$ cat src/common/s3g_pkg.sv
`default_nettype none

package s3g_pkg;

    localparam int PAYLOAD_BYTES = 16;

    typedef logic [7:0] byte_t;
    typedef logic [31:0] word_t;
    typedef byte_t [PAYLOAD_BYTES-1:0] payload_t;  // Byte 0 is opcode or reply code

    // Request opcodes in payload byte 0
    typedef enum logic [7:0] {
        OP_VERSION       = 8'd0,
        OP_WRITE_OUT_REG = 8'd60,
        OP_READ_IN_REG   = 8'd61,
        OP_OUT_STBS      = 8'd62,
        OP_CLEAR_INTS    = 8'd63,
        OP_MASK_INTS     = 8'd64
    } opcode_e;

    typedef enum logic [2:0] {
        REPLY_NONE,
        REPLY_OK,
        REPLY_ERROR,
        REPLY_UNKNOWN,
        REPLY_VERSION,
        REPLY_READ_REG,
        REPLY_INTERRUPT
    } reply_e;

    // Reply codes
    localparam byte_t RC_OK        = 8'h81;
    localparam byte_t RC_ERROR     = 8'h80;
    localparam byte_t RC_UNKNOWN   = 8'h85;
    localparam byte_t RC_INTERRUPT = 8'h50;  // Decimal 80 on the wire

    localparam byte_t VERSION_LO = 8'hBA;
    localparam byte_t VERSION_HI = 8'hCE;

endpackage

`default_nettype wire

$ cat src/command/command_sequencer.sv
`timescale 1ns/1ps
`default_nettype none

module command_sequencer (
    input  wire                    clk,
    input  wire                    rst,
    input  wire logic              rx_packet_done,
    input  wire logic              rx_packet_error,
    input  wire s3g_pkg::byte_t    rx_payload_len,
    input  wire s3g_pkg::payload_t rx_payload,
    input  wire logic              tx_busy,
    input  wire logic              ints_req,
    output s3g_pkg::reply_e        reply_kind,
    output s3g_pkg::byte_t         in_sel,
    output logic                   reg_wr,
    output s3g_pkg::byte_t         reg_addr,
    output s3g_pkg::word_t         reg_data,
    output s3g_pkg::word_t         out_stbs,
    output logic                   clear_wr,
    output s3g_pkg::word_t         clear_bits,
    output logic                   mask_wr,
    output s3g_pkg::word_t         mask_bits,
    output logic                   ints_ack
);
    import s3g_pkg::*;

    typedef enum logic [2:0] {
        ST_IDLE,
        ST_DELAY,
        ST_BUSY,
        ST_READ_SEL,
        ST_READ_SAMPLE,
        ST_READ_ISSUE
    } state_e;

    state_e  state;
    state_e  state_next;
    opcode_e opcode;
    word_t   arg_word;
    word_t   stbs_next;
    logic    reg_wr_next;
    logic    clear_wr_next;
    logic    mask_wr_next;
    logic    ints_ack_next;
    logic    sel_load;

    assign opcode = opcode_e'(rx_payload[0]);
    assign arg_word = rx_payload[4:1];  // Little-endian argument

    always_comb
    begin
        state_next = state;
        reply_kind = REPLY_NONE;
        stbs_next = '0;
        reg_wr_next = 1'b0;
        clear_wr_next = 1'b0;
        mask_wr_next = 1'b0;
        ints_ack_next = 1'b0;
        sel_load = 1'b0;

        case (state)
            ST_IDLE:
            begin
                if (rx_packet_done)
                begin
                    state_next = ST_DELAY;
                    if (rx_payload_len == 8'd0)
                        reply_kind = REPLY_OK;
                    else
                    begin
                        case (opcode)
                            OP_VERSION:
                                reply_kind = REPLY_VERSION;
                            OP_WRITE_OUT_REG:
                            begin
                                reg_wr_next = 1'b1;
                                reply_kind = REPLY_OK;
                            end
                            OP_READ_IN_REG:
                            begin
                                sel_load = 1'b1;
                                state_next = ST_READ_SEL;  // Reply comes later
                            end
                            OP_OUT_STBS:
                            begin
                                stbs_next = arg_word;
                                reply_kind = REPLY_OK;
                            end
                            OP_CLEAR_INTS:
                            begin
                                clear_wr_next = 1'b1;
                                reply_kind = REPLY_OK;
                            end
                            OP_MASK_INTS:
                            begin
                                mask_wr_next = 1'b1;
                                reply_kind = REPLY_OK;
                            end
                            default:
                                reply_kind = REPLY_UNKNOWN;
                        endcase
                    end
                end
                else if (rx_packet_error)
                begin
                    reply_kind = REPLY_ERROR;
                    state_next = ST_DELAY;
                end
                else if (ints_req)
                begin
                    // Unsolicited report, timer reload follows
                    reply_kind = REPLY_INTERRUPT;
                    ints_ack_next = 1'b1;
                    state_next = ST_DELAY;
                end
            end
            ST_DELAY:
                state_next = ST_BUSY;  // Let tx_busy rise first
            ST_BUSY:
            begin
                if (!tx_busy)
                    state_next = ST_IDLE;
            end
            ST_READ_SEL:
                state_next = ST_READ_SAMPLE;
            ST_READ_SAMPLE:
                state_next = ST_READ_ISSUE;
            ST_READ_ISSUE:
            begin
                reply_kind = REPLY_READ_REG;
                state_next = ST_DELAY;
            end
            default:
                state_next = ST_IDLE;
        endcase
    end

    always_ff @(posedge clk)
    begin
        if (rst)
        begin
            state <= ST_IDLE;
            out_stbs <= '0;
            reg_wr <= 1'b0;
            clear_wr <= 1'b0;
            mask_wr <= 1'b0;
            ints_ack <= 1'b0;
            in_sel <= '0;
        end
        else
        begin
            state <= state_next;
            out_stbs <= stbs_next;
            reg_wr <= reg_wr_next;
            clear_wr <= clear_wr_next;
            mask_wr <= mask_wr_next;
            ints_ack <= ints_ack_next;
            if (sel_load)
                in_sel <= rx_payload[1];
        end
    end

    // Arguments, qualified by the strobes above
    always_ff @(posedge clk)
    begin
        reg_addr <= rx_payload[1];
        reg_data <= rx_payload[5:2];
        clear_bits <= arg_word;
        mask_bits <= arg_word;
    end

endmodule

`default_nettype wire

$ cat src/command/reply_formatter.sv
`timescale 1ns/1ps
`default_nettype none

module reply_formatter #(
    parameter int NUM_IN_REGS = 8
) (
    input  wire                  clk,
    input  wire                  rst,
    input  wire s3g_pkg::reply_e reply_kind,
    input  wire s3g_pkg::byte_t  in_sel,
    input  wire s3g_pkg::word_t  in_regs [NUM_IN_REGS],
    input  wire s3g_pkg::word_t  ints_pending,
    output logic                 tx_packet_wr,
    output s3g_pkg::byte_t       tx_payload_len,
    output s3g_pkg::payload_t    tx_payload
);
    import s3g_pkg::*;

    localparam int SEL_W = (NUM_IN_REGS > 1) ? $clog2(NUM_IN_REGS) : 1;

    word_t in_word;

    // Input word sampled every cycle
    always_ff @(posedge clk)
    begin
        if (int'(in_sel) < NUM_IN_REGS)
            in_word <= in_regs[in_sel[SEL_W-1:0]];
        else
            in_word <= '0;
    end

    always_ff @(posedge clk)
    begin
        if (rst)
        begin
            tx_packet_wr <= 1'b0;
            tx_payload_len <= '0;
            tx_payload <= '0;
        end
        else
        begin
            tx_packet_wr <= (reply_kind != REPLY_NONE);
            tx_payload_len <= '0;
            tx_payload <= '0;  // Unused bytes stay zero
            case (reply_kind)
                REPLY_OK:
                begin
                    tx_payload_len <= 8'd1;
                    tx_payload[0] <= RC_OK;
                end
                REPLY_ERROR:
                begin
                    tx_payload_len <= 8'd1;
                    tx_payload[0] <= RC_ERROR;
                end
                REPLY_UNKNOWN:
                begin
                    tx_payload_len <= 8'd1;
                    tx_payload[0] <= RC_UNKNOWN;
                end
                REPLY_VERSION:
                begin
                    tx_payload_len <= 8'd3;
                    tx_payload[0] <= RC_OK;
                    tx_payload[1] <= VERSION_LO;
                    tx_payload[2] <= VERSION_HI;
                end
                REPLY_READ_REG:
                begin
                    tx_payload_len <= 8'd5;
                    tx_payload[0] <= RC_OK;
                    tx_payload[4:1] <= in_word;  // LSB first
                end
                REPLY_INTERRUPT:
                begin
                    tx_payload_len <= 8'd5;
                    tx_payload[0] <= RC_INTERRUPT;
                    tx_payload[4:1] <= ints_pending;
                end
                default:
                begin
                end
            endcase
        end
    end

endmodule

`default_nettype wire

$ cat src/design/int_controller.sv
`timescale 1ns/1ps
`default_nettype none

module int_controller #(
    parameter int INTS_TIMER = 1000000
) (
    input  wire                 clk,
    input  wire                 rst,
    input  wire s3g_pkg::word_t ints,
    input  wire logic           clear_wr,
    input  wire s3g_pkg::word_t clear_bits,
    input  wire logic           mask_wr,
    input  wire s3g_pkg::word_t mask_bits,
    input  wire logic           ints_ack,
    output s3g_pkg::word_t      ints_pending,
    output logic                ints_req
);
    import s3g_pkg::*;

    word_t       ints_mask;
    logic [31:0] ints_timer;  // Report rate limiter

    always_ff @(posedge clk)
    begin
        if (rst)
        begin
            ints_pending <= '0;
            ints_mask <= '1;
            ints_timer <= '0;
        end
        else
        begin
            // New edges beat a clear in the same cycle
            ints_pending <= (ints_pending & ~(clear_wr ? clear_bits : '0)) | ints;
            if (mask_wr)
                ints_mask <= mask_bits;
            if (clear_wr)
                ints_timer <= '0;
            else if (ints_ack)
                ints_timer <= 32'(INTS_TIMER);
            else if (ints_timer != '0)
                ints_timer <= ints_timer - 32'd1;
        end
    end

    assign ints_req = (ints_timer == '0) && ((ints_pending & ints_mask) != '0);

endmodule

`default_nettype wire

$ cat src/design/out_reg_bank.sv
`timescale 1ns/1ps
`default_nettype none

module out_reg_bank #(
    parameter int NUM_OUT_REGS = 8
) (
    input  wire                 clk,
    input  wire                 rst,
    input  wire logic           reg_wr,
    input  wire s3g_pkg::byte_t reg_addr,
    input  wire s3g_pkg::word_t reg_data,
    output s3g_pkg::word_t      out_regs [NUM_OUT_REGS]
);
    localparam int ADDR_W = (NUM_OUT_REGS > 1) ? $clog2(NUM_OUT_REGS) : 1;

    always_ff @(posedge clk)
    begin
        if (rst)
        begin
            for (int i = 0; i < NUM_OUT_REGS; i++)
                out_regs[i] <= '0;
        end
        else if (reg_wr && int'(reg_addr) < NUM_OUT_REGS)  // Out of range dropped
            out_regs[reg_addr[ADDR_W-1:0]] <= reg_data;
    end

endmodule

`default_nettype wire

$ cat src/design/s3g_executor.sv
`timescale 1ns/1ps
`default_nettype none

module s3g_executor #(
    parameter int NUM_OUT_REGS = 8,
    parameter int NUM_IN_REGS  = 8,
    parameter int INTS_TIMER   = 1000000
) (
    input  wire                    clk,
    input  wire                    rst,
    input  wire logic              rx_packet_done,
    input  wire logic              rx_packet_error,
    input  wire s3g_pkg::byte_t    rx_payload_len,
    input  wire s3g_pkg::payload_t rx_payload,
    input  wire logic              tx_busy,
    output logic                   tx_packet_wr,
    output s3g_pkg::byte_t         tx_payload_len,
    output s3g_pkg::payload_t      tx_payload,
    input  wire s3g_pkg::word_t    in_regs [NUM_IN_REGS],
    output s3g_pkg::word_t         out_regs [NUM_OUT_REGS],
    input  wire s3g_pkg::word_t    ints,
    output s3g_pkg::word_t         out_stbs
);
    import s3g_pkg::*;

    reply_e reply_kind;
    byte_t  in_sel;
    logic   reg_wr;
    byte_t  reg_addr;
    word_t  reg_data;
    logic   clear_wr;
    word_t  clear_bits;
    logic   mask_wr;
    word_t  mask_bits;
    logic   ints_ack;
    logic   ints_req;
    word_t  ints_pending;

    command_sequencer u_seq (
        .clk             (clk),
        .rst             (rst),
        .rx_packet_done  (rx_packet_done),
        .rx_packet_error (rx_packet_error),
        .rx_payload_len  (rx_payload_len),
        .rx_payload      (rx_payload),
        .tx_busy         (tx_busy),
        .ints_req        (ints_req),
        .reply_kind      (reply_kind),
        .in_sel          (in_sel),
        .reg_wr          (reg_wr),
        .reg_addr        (reg_addr),
        .reg_data        (reg_data),
        .out_stbs        (out_stbs),
        .clear_wr        (clear_wr),
        .clear_bits      (clear_bits),
        .mask_wr         (mask_wr),
        .mask_bits       (mask_bits),
        .ints_ack        (ints_ack)
    );

    reply_formatter #(.NUM_IN_REGS(NUM_IN_REGS)) u_fmt (
        .clk            (clk),
        .rst            (rst),
        .reply_kind     (reply_kind),
        .in_sel         (in_sel),
        .in_regs        (in_regs),
        .ints_pending   (ints_pending),
        .tx_packet_wr   (tx_packet_wr),
        .tx_payload_len (tx_payload_len),
        .tx_payload     (tx_payload)
    );

    out_reg_bank #(.NUM_OUT_REGS(NUM_OUT_REGS)) u_out_regs (
        .clk      (clk),
        .rst      (rst),
        .reg_wr   (reg_wr),
        .reg_addr (reg_addr),
        .reg_data (reg_data),
        .out_regs (out_regs)
    );

    int_controller #(.INTS_TIMER(INTS_TIMER)) u_ints (
        .clk          (clk),
        .rst          (rst),
        .ints         (ints),
        .clear_wr     (clear_wr),
        .clear_bits   (clear_bits),
        .mask_wr      (mask_wr),
        .mask_bits    (mask_bits),
        .ints_ack     (ints_ack),
        .ints_pending (ints_pending),
        .ints_req     (ints_req)
    );

endmodule

`default_nettype wire

$ cat config.mk
export PLATFORM = sky130hd
export DESIGN_NAME = s3g_executor
export DESIGN_NICKNAME = d
export VERILOG_FILES = /design/src/common/s3g_pkg.sv /design/src/command/command_sequencer.sv /design/src/command/reply_formatter.sv /design/src/design/int_controller.sv /design/src/design/out_reg_bank.sv /design/src/design/s3g_executor.sv
export SDC_FILE = /design/constraint.sdc
export NUM_CORES = 1
export LEC_CHECK = 0
export BUFFER_PORTS_ARGS = -buffer_cell sky130_fd_sc_hd__buf_2
export CORE_AREA = 5 5 330 332
export DETAILED_ROUTE_END_ITERATION = 7
export DIE_AREA = 0 0 335 337
export HOLD_SLACK_MARGIN = 0.05
export PLACE_DENSITY_LB_ADDON = 0.25
export SKIP_LAST_GASP = 1
export SLEW_MARGIN = 40
export SYNTH_ARGS = -nofsm -noshare
export SYNTH_HDL_FRONTEND = slang
export SYNTH_HIERARCHICAL = 1
export SYNTH_SLANG_ARGS = --single-unit
$ cat constraint.sdc
create_clock -name clk -period 4.55 [get_ports clk]
set_clock_uncertainty 0.2 [all_clocks]
set_input_delay 0.2275 -clock clk [delete_from_list [all_inputs] [get_ports clk]]
set_output_delay 0.2275 -clock clk [all_outputs]
set_load 0.02 [all_outputs]
==> run_summary.xml, run 1 <==
<?xml version="1.0" encoding="UTF-8"?>
<metrics>
  <group name="global_route">
    <metric name="maximum_number_of_pins_on_one_net_before_global_route_repair" unit="">173</metric>
    <metric name="global_route.overflow_total" unit="">0</metric>
    <metric name="grtUsageMet1" unit="%">16.2</metric>
    <metric name="grt_use_met3" unit="%">2.74</metric>
    <metric name="grt.met2_usage" unit="%">28.3</metric>
    <metric name="grt_first_pass_wirelength" unit="mm">124</metric>
    <metric name="antenna_found_initial" unit="">25</metric>
    <metric name="grt_overall_usage" unit="%">14.8</metric>
    <metric name="grt.busiest_layer" unit="">met2</metric>
    <metric name="grt_pass1_vias" unit="">17674</metric>
  </group>
  <group name="yosys">
    <metric name="synth-seq-cells" unit="">511</metric>
    <metric name="synth_cell_types" unit="">70</metric>
    <metric name="synth_xor_area_share" unit="%">0.402</metric>
    <metric name="syn_inst" unit="">2020</metric>
    <metric name="part_of_the_yosys_area_used_for_sequential_elements" unit="%">46.9</metric>
    <metric name="postSynthAreaPerCell" unit="sq um">10.8</metric>
    <metric name="post_synth_and_or_nand_nor_area_fraction" unit="%">16.9</metric>
    <metric name="synth_ff_type" unit="">sky130_fd_sc_hd__dfxtp_1</metric>
    <metric name="largest_family_of_logic_cells_by_synthesized_area" unit="">multiplexers</metric>
    <metric name="synthesis.area" unit="sq um">21800</metric>
    <metric name="async_reset_ff_share" unit="%">0</metric>
    <metric name="synth-warning-count" unit="">6</metric>
    <metric name="area_fraction_in_compound_gates_after_synthesis" unit="%">6.97</metric>
    <metric name="post_synthesis_share_of_cell_area_spent_on_full_adders_half_adders_and_majority_gates" unit="%">0.115</metric>
    <metric name="synth_mux_area_share" unit="%">19.2</metric>
    <metric name="synth_enable_flop_cells" unit="">0</metric>
  </group>
  <group name="timing">
    <metric name="max_transition_margin" unit="%">45.1</metric>
    <metric name="maxClockFrequency" unit="MHz">255</metric>
    <metric name="worst-slew-pin-transition" unit="ns">0.823</metric>
    <metric name="finalWorstSetupSlack" unit="ns">0.623</metric>
    <metric name="fin_crit_sh" unit="%">86.3</metric>
    <metric name="grt_setup_unrepaired" unit="">no</metric>
    <metric name="slew_violations" unit="">0</metric>
    <metric name="whs" unit="ns">0.108</metric>
    <metric name="setup_viol_count_final" unit="">0</metric>
    <metric name="finalSetupTns" unit="ns">0</metric>
    <metric name="final_critical_path_time_including_i_o_delays_and_setup" unit="ns">3.93</metric>
    <metric name="report.final.hold_viol_count" unit="">0</metric>
  </group>
  <group name="die">
    <metric name="coreArea" unit="sq um">106000</metric>
    <metric name="die_height" unit="microns">337</metric>
    <metric name="row_count" unit="">120</metric>
    <metric name="floorplan.io_pins" unit="">854</metric>
    <metric name="initial_utilization" unit="%">20.6</metric>
    <metric name="die_x" unit="microns">335</metric>
    <metric name="floorplan.die_area" unit="sq um">113000</metric>
  </group>
  <group name="route">
    <metric name="drtIter0Drc" unit="">741</metric>
    <metric name="detail-route-antenna-nets" unit="">0</metric>
    <metric name="via_per_inst" unit="">4.00</metric>
    <metric name="drc_errors" unit="">0</metric>
    <metric name="detailroute.via_count" unit="">17042</metric>
    <metric name="drt_first_pass_iters" unit="">5</metric>
    <metric name="routed_wl" unit="mm">88.5</metric>
    <metric name="routed_wire_length_per_instance" unit="microns">20.8</metric>
  </group>
  <group name="critical_path">
    <metric name="worstSetupStartpoint" unit="">u_ints/ints_timer[9]</metric>
    <metric name="crit_chain" unit="">nor4_1 -&gt; and4b_1 -&gt; nand3_1 -&gt; nor2_1 -&gt; nor3_1 -&gt; or4_1 -&gt; a21oi_2 -&gt; nor2b_2 -&gt; buf_4 -&gt; a22oi_1 -&gt; nor2_1</metric>
    <metric name="crit_path_max_fanout" unit="">20</metric>
    <metric name="crit_cells" unit="">11</metric>
    <metric name="critPathMostFrequentCell" unit="">sky130_fd_sc_hd__nor2_1</metric>
    <metric name="critPathSlowestCell" unit="">sky130_fd_sc_hd__nor4_1</metric>
    <metric name="critical_path_class" unit="">register to register</metric>
    <metric name="slowest_stage_delay_cp" unit="ns">0.71</metric>
    <metric name="ff2ff_setup_slack" unit="ns">0.62</metric>
    <metric name="endpoint_kind_of_the_worst_setup_timing_path" unit="">register</metric>
    <metric name="regToRegStartpoint" unit="">u_ints/ints_timer[9]</metric>
    <metric name="timing.critical_path.max_delay_family" unit="">simple AND/OR/NAND/NOR gates</metric>
    <metric name="worstPathRequired" unit="ns">4.91</metric>
    <metric name="crit_arrival" unit="ns">4.28</metric>
    <metric name="timing.reg2reg.worst_path_depth" unit="">11</metric>
    <metric name="critPathLaunchType" unit="">register</metric>
    <metric name="cp.buffers_inverters" unit="">1</metric>
  </group>
  <group name="power_and_ir_drop">
    <metric name="power_switching_share" unit="%">28.2</metric>
    <metric name="cellPowerDensity" unit="nW/um^2">397</metric>
    <metric name="power_switching" unit="uW">3360</metric>
    <metric name="cellInternalPower" unit="uW">8580</metric>
    <metric name="vdd_drop_max" unit="uV">289</metric>
    <metric name="sequentialPowerShare" unit="%">40.7</metric>
    <metric name="power.leakage" unit="uW">0.0142</metric>
    <metric name="pwr-share-clk" unit="%">42.6</metric>
    <metric name="pwr-share-comb" unit="%">16.6</metric>
  </group>
  <group name="finish">
    <metric name="area.growth.synth_to_final" unit="%">37.8</metric>
    <metric name="fin_nets" unit="">3225</metric>
    <metric name="post_route_cells_drive_above_1_share" unit="%">31.2</metric>
    <metric name="nFillCells" unit="">11322</metric>
  </group>
  <group name="run_status">
    <metric name="run_status" unit="">finished, final reports clean</metric>
  </group>
  <group name="clock_tree">
    <metric name="cts_tree" unit="">built</metric>
    <metric name="numClockSinks" unit="">511</metric>
    <metric name="numCtsBuffers" unit="">61</metric>
    <metric name="cts.root.buffer_cell" unit="">sky130_fd_sc_hd__clkbuf_16</metric>
    <metric name="htree_levels" unit="">2</metric>
    <metric name="clk_pin_slew" unit="ns">0.06</metric>
    <metric name="clock_insertion_delay_worst_skew" unit="ns">0.63</metric>
    <metric name="clock_path_buffers" unit="">3</metric>
    <metric name="cts_setup_buffers" unit="">0</metric>
  </group>
  <group name="placement">
    <metric name="gp_congestion" unit="">0.887</metric>
    <metric name="port-buffer-count" unit="">677</metric>
    <metric name="place_hpwl" unit="mm">67.1</metric>
    <metric name="dpl_worst_slack" unit="ns">0.619</metric>
  </group>
  <group name="worst_hold_path">
    <metric name="worst_hold_path_type" unit="">input pin to register</metric>
    <metric name="timing.hold.worst.start" unit="">rx_payload[31]</metric>
    <metric name="hold_depth" unit="">2</metric>
  </group>
  <group name="run">
    <metric name="cap_viol_max_count" unit="">0</metric>
  </group>
</metrics>
[placed cells by master (no fill, tap or decap), drive strengths merged, types with 11 or more instances in the layout]
master         n
nand2         49
conb          96
nand2b       319
a211o         32
and2          34
a21oi         55
a22o          36
clkbuf        90
mux2i        266
nor2          85
clkinv        11
a22oi         30
nor2b         37
mux4          64
nor4          12
nand3         14
dlygate4sd3  228
dfxtp        511
nor3          21
inv           19
buf          705
[state kept, by name, indices dropped and copies added (netlist names), 31 cells and up]
signal	cells
u_fmt/in_word	32
u_fmt/tx_payload	36
u_ints/ints_mask	32
u_ints/ints_pending	32
u_ints/ints_timer	32
u_out_regs/out_regs	256
u_seq/mask_bits	31
u_seq/out_stbs	32
[power by group through the flow]
| stage | combinational, uW | clock [uW] | sequential, uW |
|---|---|---|---|
| after floorplan | 1410 | 0 | 4900 |
| after global placement | 1830 | 0 | 4970 |
| after detailed placement | 1830 | 0 | 4970 |
| after CTS | 2000 | 5290 | 4870 |
| after global routing | 2210 | 5460 | 4900 |
| final | 1990 | 5090 | 4870 |
[worst paths after layout]
path,end
hold reg to reg,u_fmt/tx_payload[9]
hold / removal,u_seq/mask_bits[23]
setup / recovery,u_fmt/tx_payload[38]
setup reg to reg,u_fmt/tx_payload[38]
[layer usage]
layer  wire [microns]  up-vias
met3             4720      128
met5                0        -
met4             3310        0
met2            46700      571
li1                 -     8272
met1            33800     8071
[area by class of cell]
class	count	area (sq um)	share of cell area (%)
repair buffers	933	5930	19.7
well taps	1403	1760	5.84
diodes	9	22.5	0.0750
clock buffers	90	1820	6.05
multi-input cells	1271	9930	33.1
inverters	16	60.1	0.200
flip-flops and latches	511	10200	34.1
clock inverters	24	292	0.970
[cell families after synthesis]
kind of cell	after synthesis
and+or+nand+nor	624
DFF	511
buffers and inverters	333
muxes	331
AOI/OAI and AO/OA	208
xor gates and xnor gates	10
adders and majority gates	2
other	1
[what timing repair did]
action / CTS / global route
endpoints found under the hold margin: 163 / 0
resized for setup: 0 / 0
hold buffers: 228 / 0
[stage by stage]
stage	utilization [%]	total power, uW	instance area [sq um]	instances
2_1_floorplan	-	6310	22200	2115
4_1_cts	28.3	12200	30000	4247
3_3_place_gp	24.1	6800	25600	3904
3_5_place_dp	24.2	6800	25600	3905
6_report	28.3	11900	30000	4257
5_1_grt	28.3	12600	30000	4257
[synthesized netlist by cell type, types with 11 or more instances]
| library cell | number | area (sq um) |
|---|---|---|
| sky130_fd_sc_hd__a211o_1 | 32 | 280 |
| sky130_fd_sc_hd__a21oi_1 | 55 | 275 |
| sky130_fd_sc_hd__a22o_1 | 36 | 315 |
| sky130_fd_sc_hd__a22oi_1 | 30 | 225 |
| sky130_fd_sc_hd__and2_1 | 34 | 213 |
| sky130_fd_sc_hd__buf_1 | 25 | 93.8 |
| sky130_fd_sc_hd__buf_2 | 29 | 145 |
| sky130_fd_sc_hd__buf_4 | 163 | 1220 |
| sky130_fd_sc_hd__buf_6 | 22 | 248 |
| sky130_fd_sc_hd__clkbuf_1 | 77 | 289 |
| sky130_fd_sc_hd__dfxtp_1 | 511 | 10200 |
| sky130_fd_sc_hd__inv_1 | 16 | 60.1 |
| sky130_fd_sc_hd__mux2i_1 | 266 | 2660 |
| sky130_fd_sc_hd__mux4_1 | 19 | 499 |
| sky130_fd_sc_hd__mux4_2 | 45 | 1010 |
| sky130_fd_sc_hd__nand2_1 | 49 | 184 |
| sky130_fd_sc_hd__nand2b_1 | 319 | 2000 |
| sky130_fd_sc_hd__nor2_1 | 85 | 319 |
| sky130_fd_sc_hd__nor2b_1 | 37 | 231 |
| sky130_fd_sc_hd__nor3_1 | 20 | 100 |
| sky130_fd_sc_hd__nor4_1 | 11 | 68.8 |
No activity file was read; power rests on OpenSTA's default activity.
==> inputs of run 2 (changes only) <==
Settings changed: RECOVER_POWER from default to 50.
==> run 2 against run 1 <==
Net effect: non-clock buffer count unchanged; utilization decreased by 0.44 points; power about the same; cell count unchanged; fmax decreased by 0.39%; the run now ends with capacitance limit, slew limit left; largest cell class unchanged; critical path type unchanged; combinational power about the same; register-to-register slack got worse by 0.02 ns.
==> run_summary.xml, run 2 (synthesis gave the netlist of run 1 again) <==
<?xml version="1.0" encoding="UTF-8"?>
<metrics>
  <group name="finish">
    <metric name="most_frequent_cells_in_the_layout" unit="">508 x sky130_fd_sc_hd__dfxtp_1, 368 x sky130_fd_sc_hd__clkbuf_1, 321 x sky130_fd_sc_hd__buf_2, 318 x sky130_fd_sc_hd__nand2b_1, 266 x sky130_fd_sc_hd__mux2i_1</metric>
    <metric name="most_common_library_cell_in_the_layout_ignoring_fill_and_taps" unit="">sky130_fd_sc_hd__dfxtp_1</metric>
    <metric name="largest_registers" unit="">u_out_regs/out_regs: 256 flops, u_fmt/tx_payload: 36 flops</metric>
    <metric name="post_route_cells_drive_above_1_share" unit="%">18.6</metric>
    <metric name="registers.top_by_ff_count" unit="">u_out_regs/out_regs</metric>
    <metric name="instances_no_fill" unit="">4257</metric>
    <metric name="area.growth.synth_to_final" unit="%">35.7</metric>
    <metric name="fin_nets" unit="">3225</metric>
    <metric name="largest_register_ffs" unit="">256</metric>
  </group>
  <group name="die">
    <metric name="coreArea" unit="sq um">106000</metric>
    <metric name="die_x" unit="microns">335</metric>
    <metric name="initial_utilization" unit="%">20.6</metric>
    <metric name="floorplan.io_pins" unit="">854</metric>
    <metric name="row_count" unit="">120</metric>
    <metric name="die_height" unit="microns">337</metric>
    <metric name="floorplan.die_area" unit="sq um">113000</metric>
  </group>
  <group name="route">
    <metric name="drtIter0Drc" unit="">727</metric>
    <metric name="via_per_inst" unit="">4.01</metric>
    <metric name="detail-route-antenna-nets" unit="">0</metric>
    <metric name="drc_errors" unit="">0</metric>
    <metric name="drt_first_pass_iters" unit="">5</metric>
    <metric name="detailroute.via_count" unit="">17062</metric>
    <metric name="routed_wl" unit="mm">88.8</metric>
    <metric name="routed_wire_length_per_instance" unit="microns">20.9</metric>
  </group>
  <group name="timing">
    <metric name="maxClockFrequency" unit="MHz">254</metric>
    <metric name="finalSetupTns" unit="ns">0</metric>
    <metric name="fin_crit_sh" unit="%">86.6</metric>
    <metric name="slew_violations" unit="">136</metric>
    <metric name="grt_setup_unrepaired" unit="">no</metric>
    <metric name="worst-slew-pin-transition" unit="ns">2.12</metric>
    <metric name="max_transition_margin" unit="%">-41.6</metric>
    <metric name="final_critical_path_time_including_i_o_delays_and_setup" unit="ns">3.94</metric>
    <metric name="report.final.hold_viol_count" unit="">0</metric>
    <metric name="setup_viol_count_final" unit="">0</metric>
  </group>
  <group name="global_route">
    <metric name="maximum_number_of_pins_on_one_net_before_global_route_repair" unit="">173</metric>
    <metric name="global_route.overflow_total" unit="">0</metric>
    <metric name="grt_pass1_vias" unit="">17674</metric>
    <metric name="antenna_found_initial" unit="">25</metric>
    <metric name="grt_first_pass_wirelength" unit="mm">124</metric>
    <metric name="grt_overall_usage" unit="%">14.8</metric>
  </group>
  <group name="critical_path">
    <metric name="ff2ff_setup_slack" unit="ns">0.61</metric>
    <metric name="endpoint_kind_of_the_worst_setup_timing_path" unit="">register</metric>
    <metric name="critical_path_class" unit="">register to register</metric>
    <metric name="critPathLaunchType" unit="">register</metric>
    <metric name="worstPathRequired" unit="ns">4.91</metric>
    <metric name="regToRegStartpoint" unit="">u_ints/ints_timer[9]</metric>
    <metric name="crit_arrival" unit="ns">4.30</metric>
    <metric name="crit_path_max_fanout" unit="">20</metric>
    <metric name="worstSetupStartpoint" unit="">u_ints/ints_timer[9]</metric>
  </group>
  <group name="placement">
    <metric name="place_hpwl" unit="mm">67.1</metric>
    <metric name="port-buffer-count" unit="">677</metric>
    <metric name="gp_congestion" unit="">0.887</metric>
    <metric name="placedCellCount" unit="">3905</metric>
  </group>
  <group name="clock_tree">
    <metric name="clock_path_buffers" unit="">3</metric>
    <metric name="cts.root.buffer_cell" unit="">sky130_fd_sc_hd__clkbuf_16</metric>
    <metric name="clock_insertion_delay_worst_skew" unit="ns">0.63</metric>
    <metric name="htree_levels" unit="">2</metric>
    <metric name="clk_pin_slew" unit="ns">0.06</metric>
    <metric name="cts_resized" unit="">0</metric>
    <metric name="cts_setup_buffers" unit="">0</metric>
    <metric name="numClockSinks" unit="">511</metric>
    <metric name="numCtsBuffers" unit="">61</metric>
    <metric name="holdBufCountCts" unit="">228</metric>
    <metric name="cts_tree" unit="">built</metric>
  </group>
  <group name="power_and_ir_drop">
    <metric name="power.leakage" unit="uW">0.0127</metric>
    <metric name="vdd_drop_max" unit="uV">290</metric>
    <metric name="cellPowerDensity" unit="nW/um^2">404</metric>
  </group>
  <group name="worst_hold_path">
    <metric name="worst_hold_path_type" unit="">input pin to register</metric>
    <metric name="timing.hold.worst.start" unit="">rx_payload[30]</metric>
  </group>
  <group name="run_status">
    <metric name="failed_checks" unit="">capacitance limit, slew limit</metric>
    <metric name="run_status" unit="">complete, but fails checks</metric>
  </group>
  <group name="run">
    <metric name="cap_viol_max_count" unit="">2</metric>
  </group>
</metrics>
run 2: cell count changes in the layout (fill, tap and decap cells not counted):
| cell | change |
|---|---|
| sky130_fd_sc_hd__clkbuf_1 | +356 |
| sky130_fd_sc_hd__buf_2 | -355 |
| sky130_fd_sc_hd__buf_4 | -2 |
| sky130_fd_sc_hd__clkbuf_2 | +2 |
| sky130_fd_sc_hd__buf_8 | -1 |
| sky130_fd_sc_hd__dfxtp_1 | +1 |
| sky130_fd_sc_hd__dfxtp_4 | -1 |
run 2: metal layers:
metal | track usage (%) | up-vias | part of all wire [%]
met5 | 0 | - | 0
met2 | 28.3 | 574 | 52
met3 | 2.74 | 130 | 5.2
met1 | 16.2 | 8090 | 38
li1 | - | 8268 | -
met4 | 5.16 | 0 | 3.9
run 2: final cells by class:
| class | count | area [sq um] |
|---|---|---|
| Timing Repair Buffer | 933 | 5470 |
| Multi-Input combinational cell | 1271 | 9930 |
| Clock inverter | 24 | 292 |
| Inverter | 16 | 60.1 |
| Tap cell | 1403 | 1760 |
| Clock buffer | 90 | 1820 |
| Sequential cell | 511 | 10200 |
| Fill cell | 11466 | 76400 |
| Antenna cell | 9 | 22.5 |
run 2: stage by stage:
step	cell area, sq um	total power (uW)	hold WS, ns	setup WS (ns)	util [%]
global route	29600	12600	0.0859	0.224	27.9
CTS	30000	12200	0.0557	0.588	28.3
finish	29600	11900	0.109	0.608	27.9
floorplan	22200	6310	0.0552	1.28	-
detailed placement	25600	6800	0.132	0.619	24.2
global placement	25600	6800	0.131	0.661	24.1
run 2: worst paths after layout:
kind,cells past startpoint,endpoint
hold reg to reg,2,u_fmt/tx_payload[9]
setup reg to reg,11,u_fmt/tx_payload[38]
hold / removal,2,u_seq/mask_bits[22]
setup / recovery,11,u_fmt/tx_payload[38]
run 2: critical path: stages, from the launching register on:
cell and delay, ns:
sky130_fd_sc_hd__dfxtp_1 0.35, sky130_fd_sc_hd__nor4_1 0.73, sky130_fd_sc_hd__and4b_1 0.35, sky130_fd_sc_hd__nand3_1 0.23
sky130_fd_sc_hd__nor2_1 0.26, sky130_fd_sc_hd__nor3_1 0.08, sky130_fd_sc_hd__or4_1 0.41, sky130_fd_sc_hd__a21oi_2 0.38
sky130_fd_sc_hd__nor2b_2 0.30, sky130_fd_sc_hd__buf_4 0.30, sky130_fd_sc_hd__a22oi_1 0.13, sky130_fd_sc_hd__nor2_1 0.13
run 2: power breakdown:
part	total [uW]	switching, uW	internal (uW)
clock network	5100	2050	3050
registers	4870	196	4670
logic	1980	1130	853
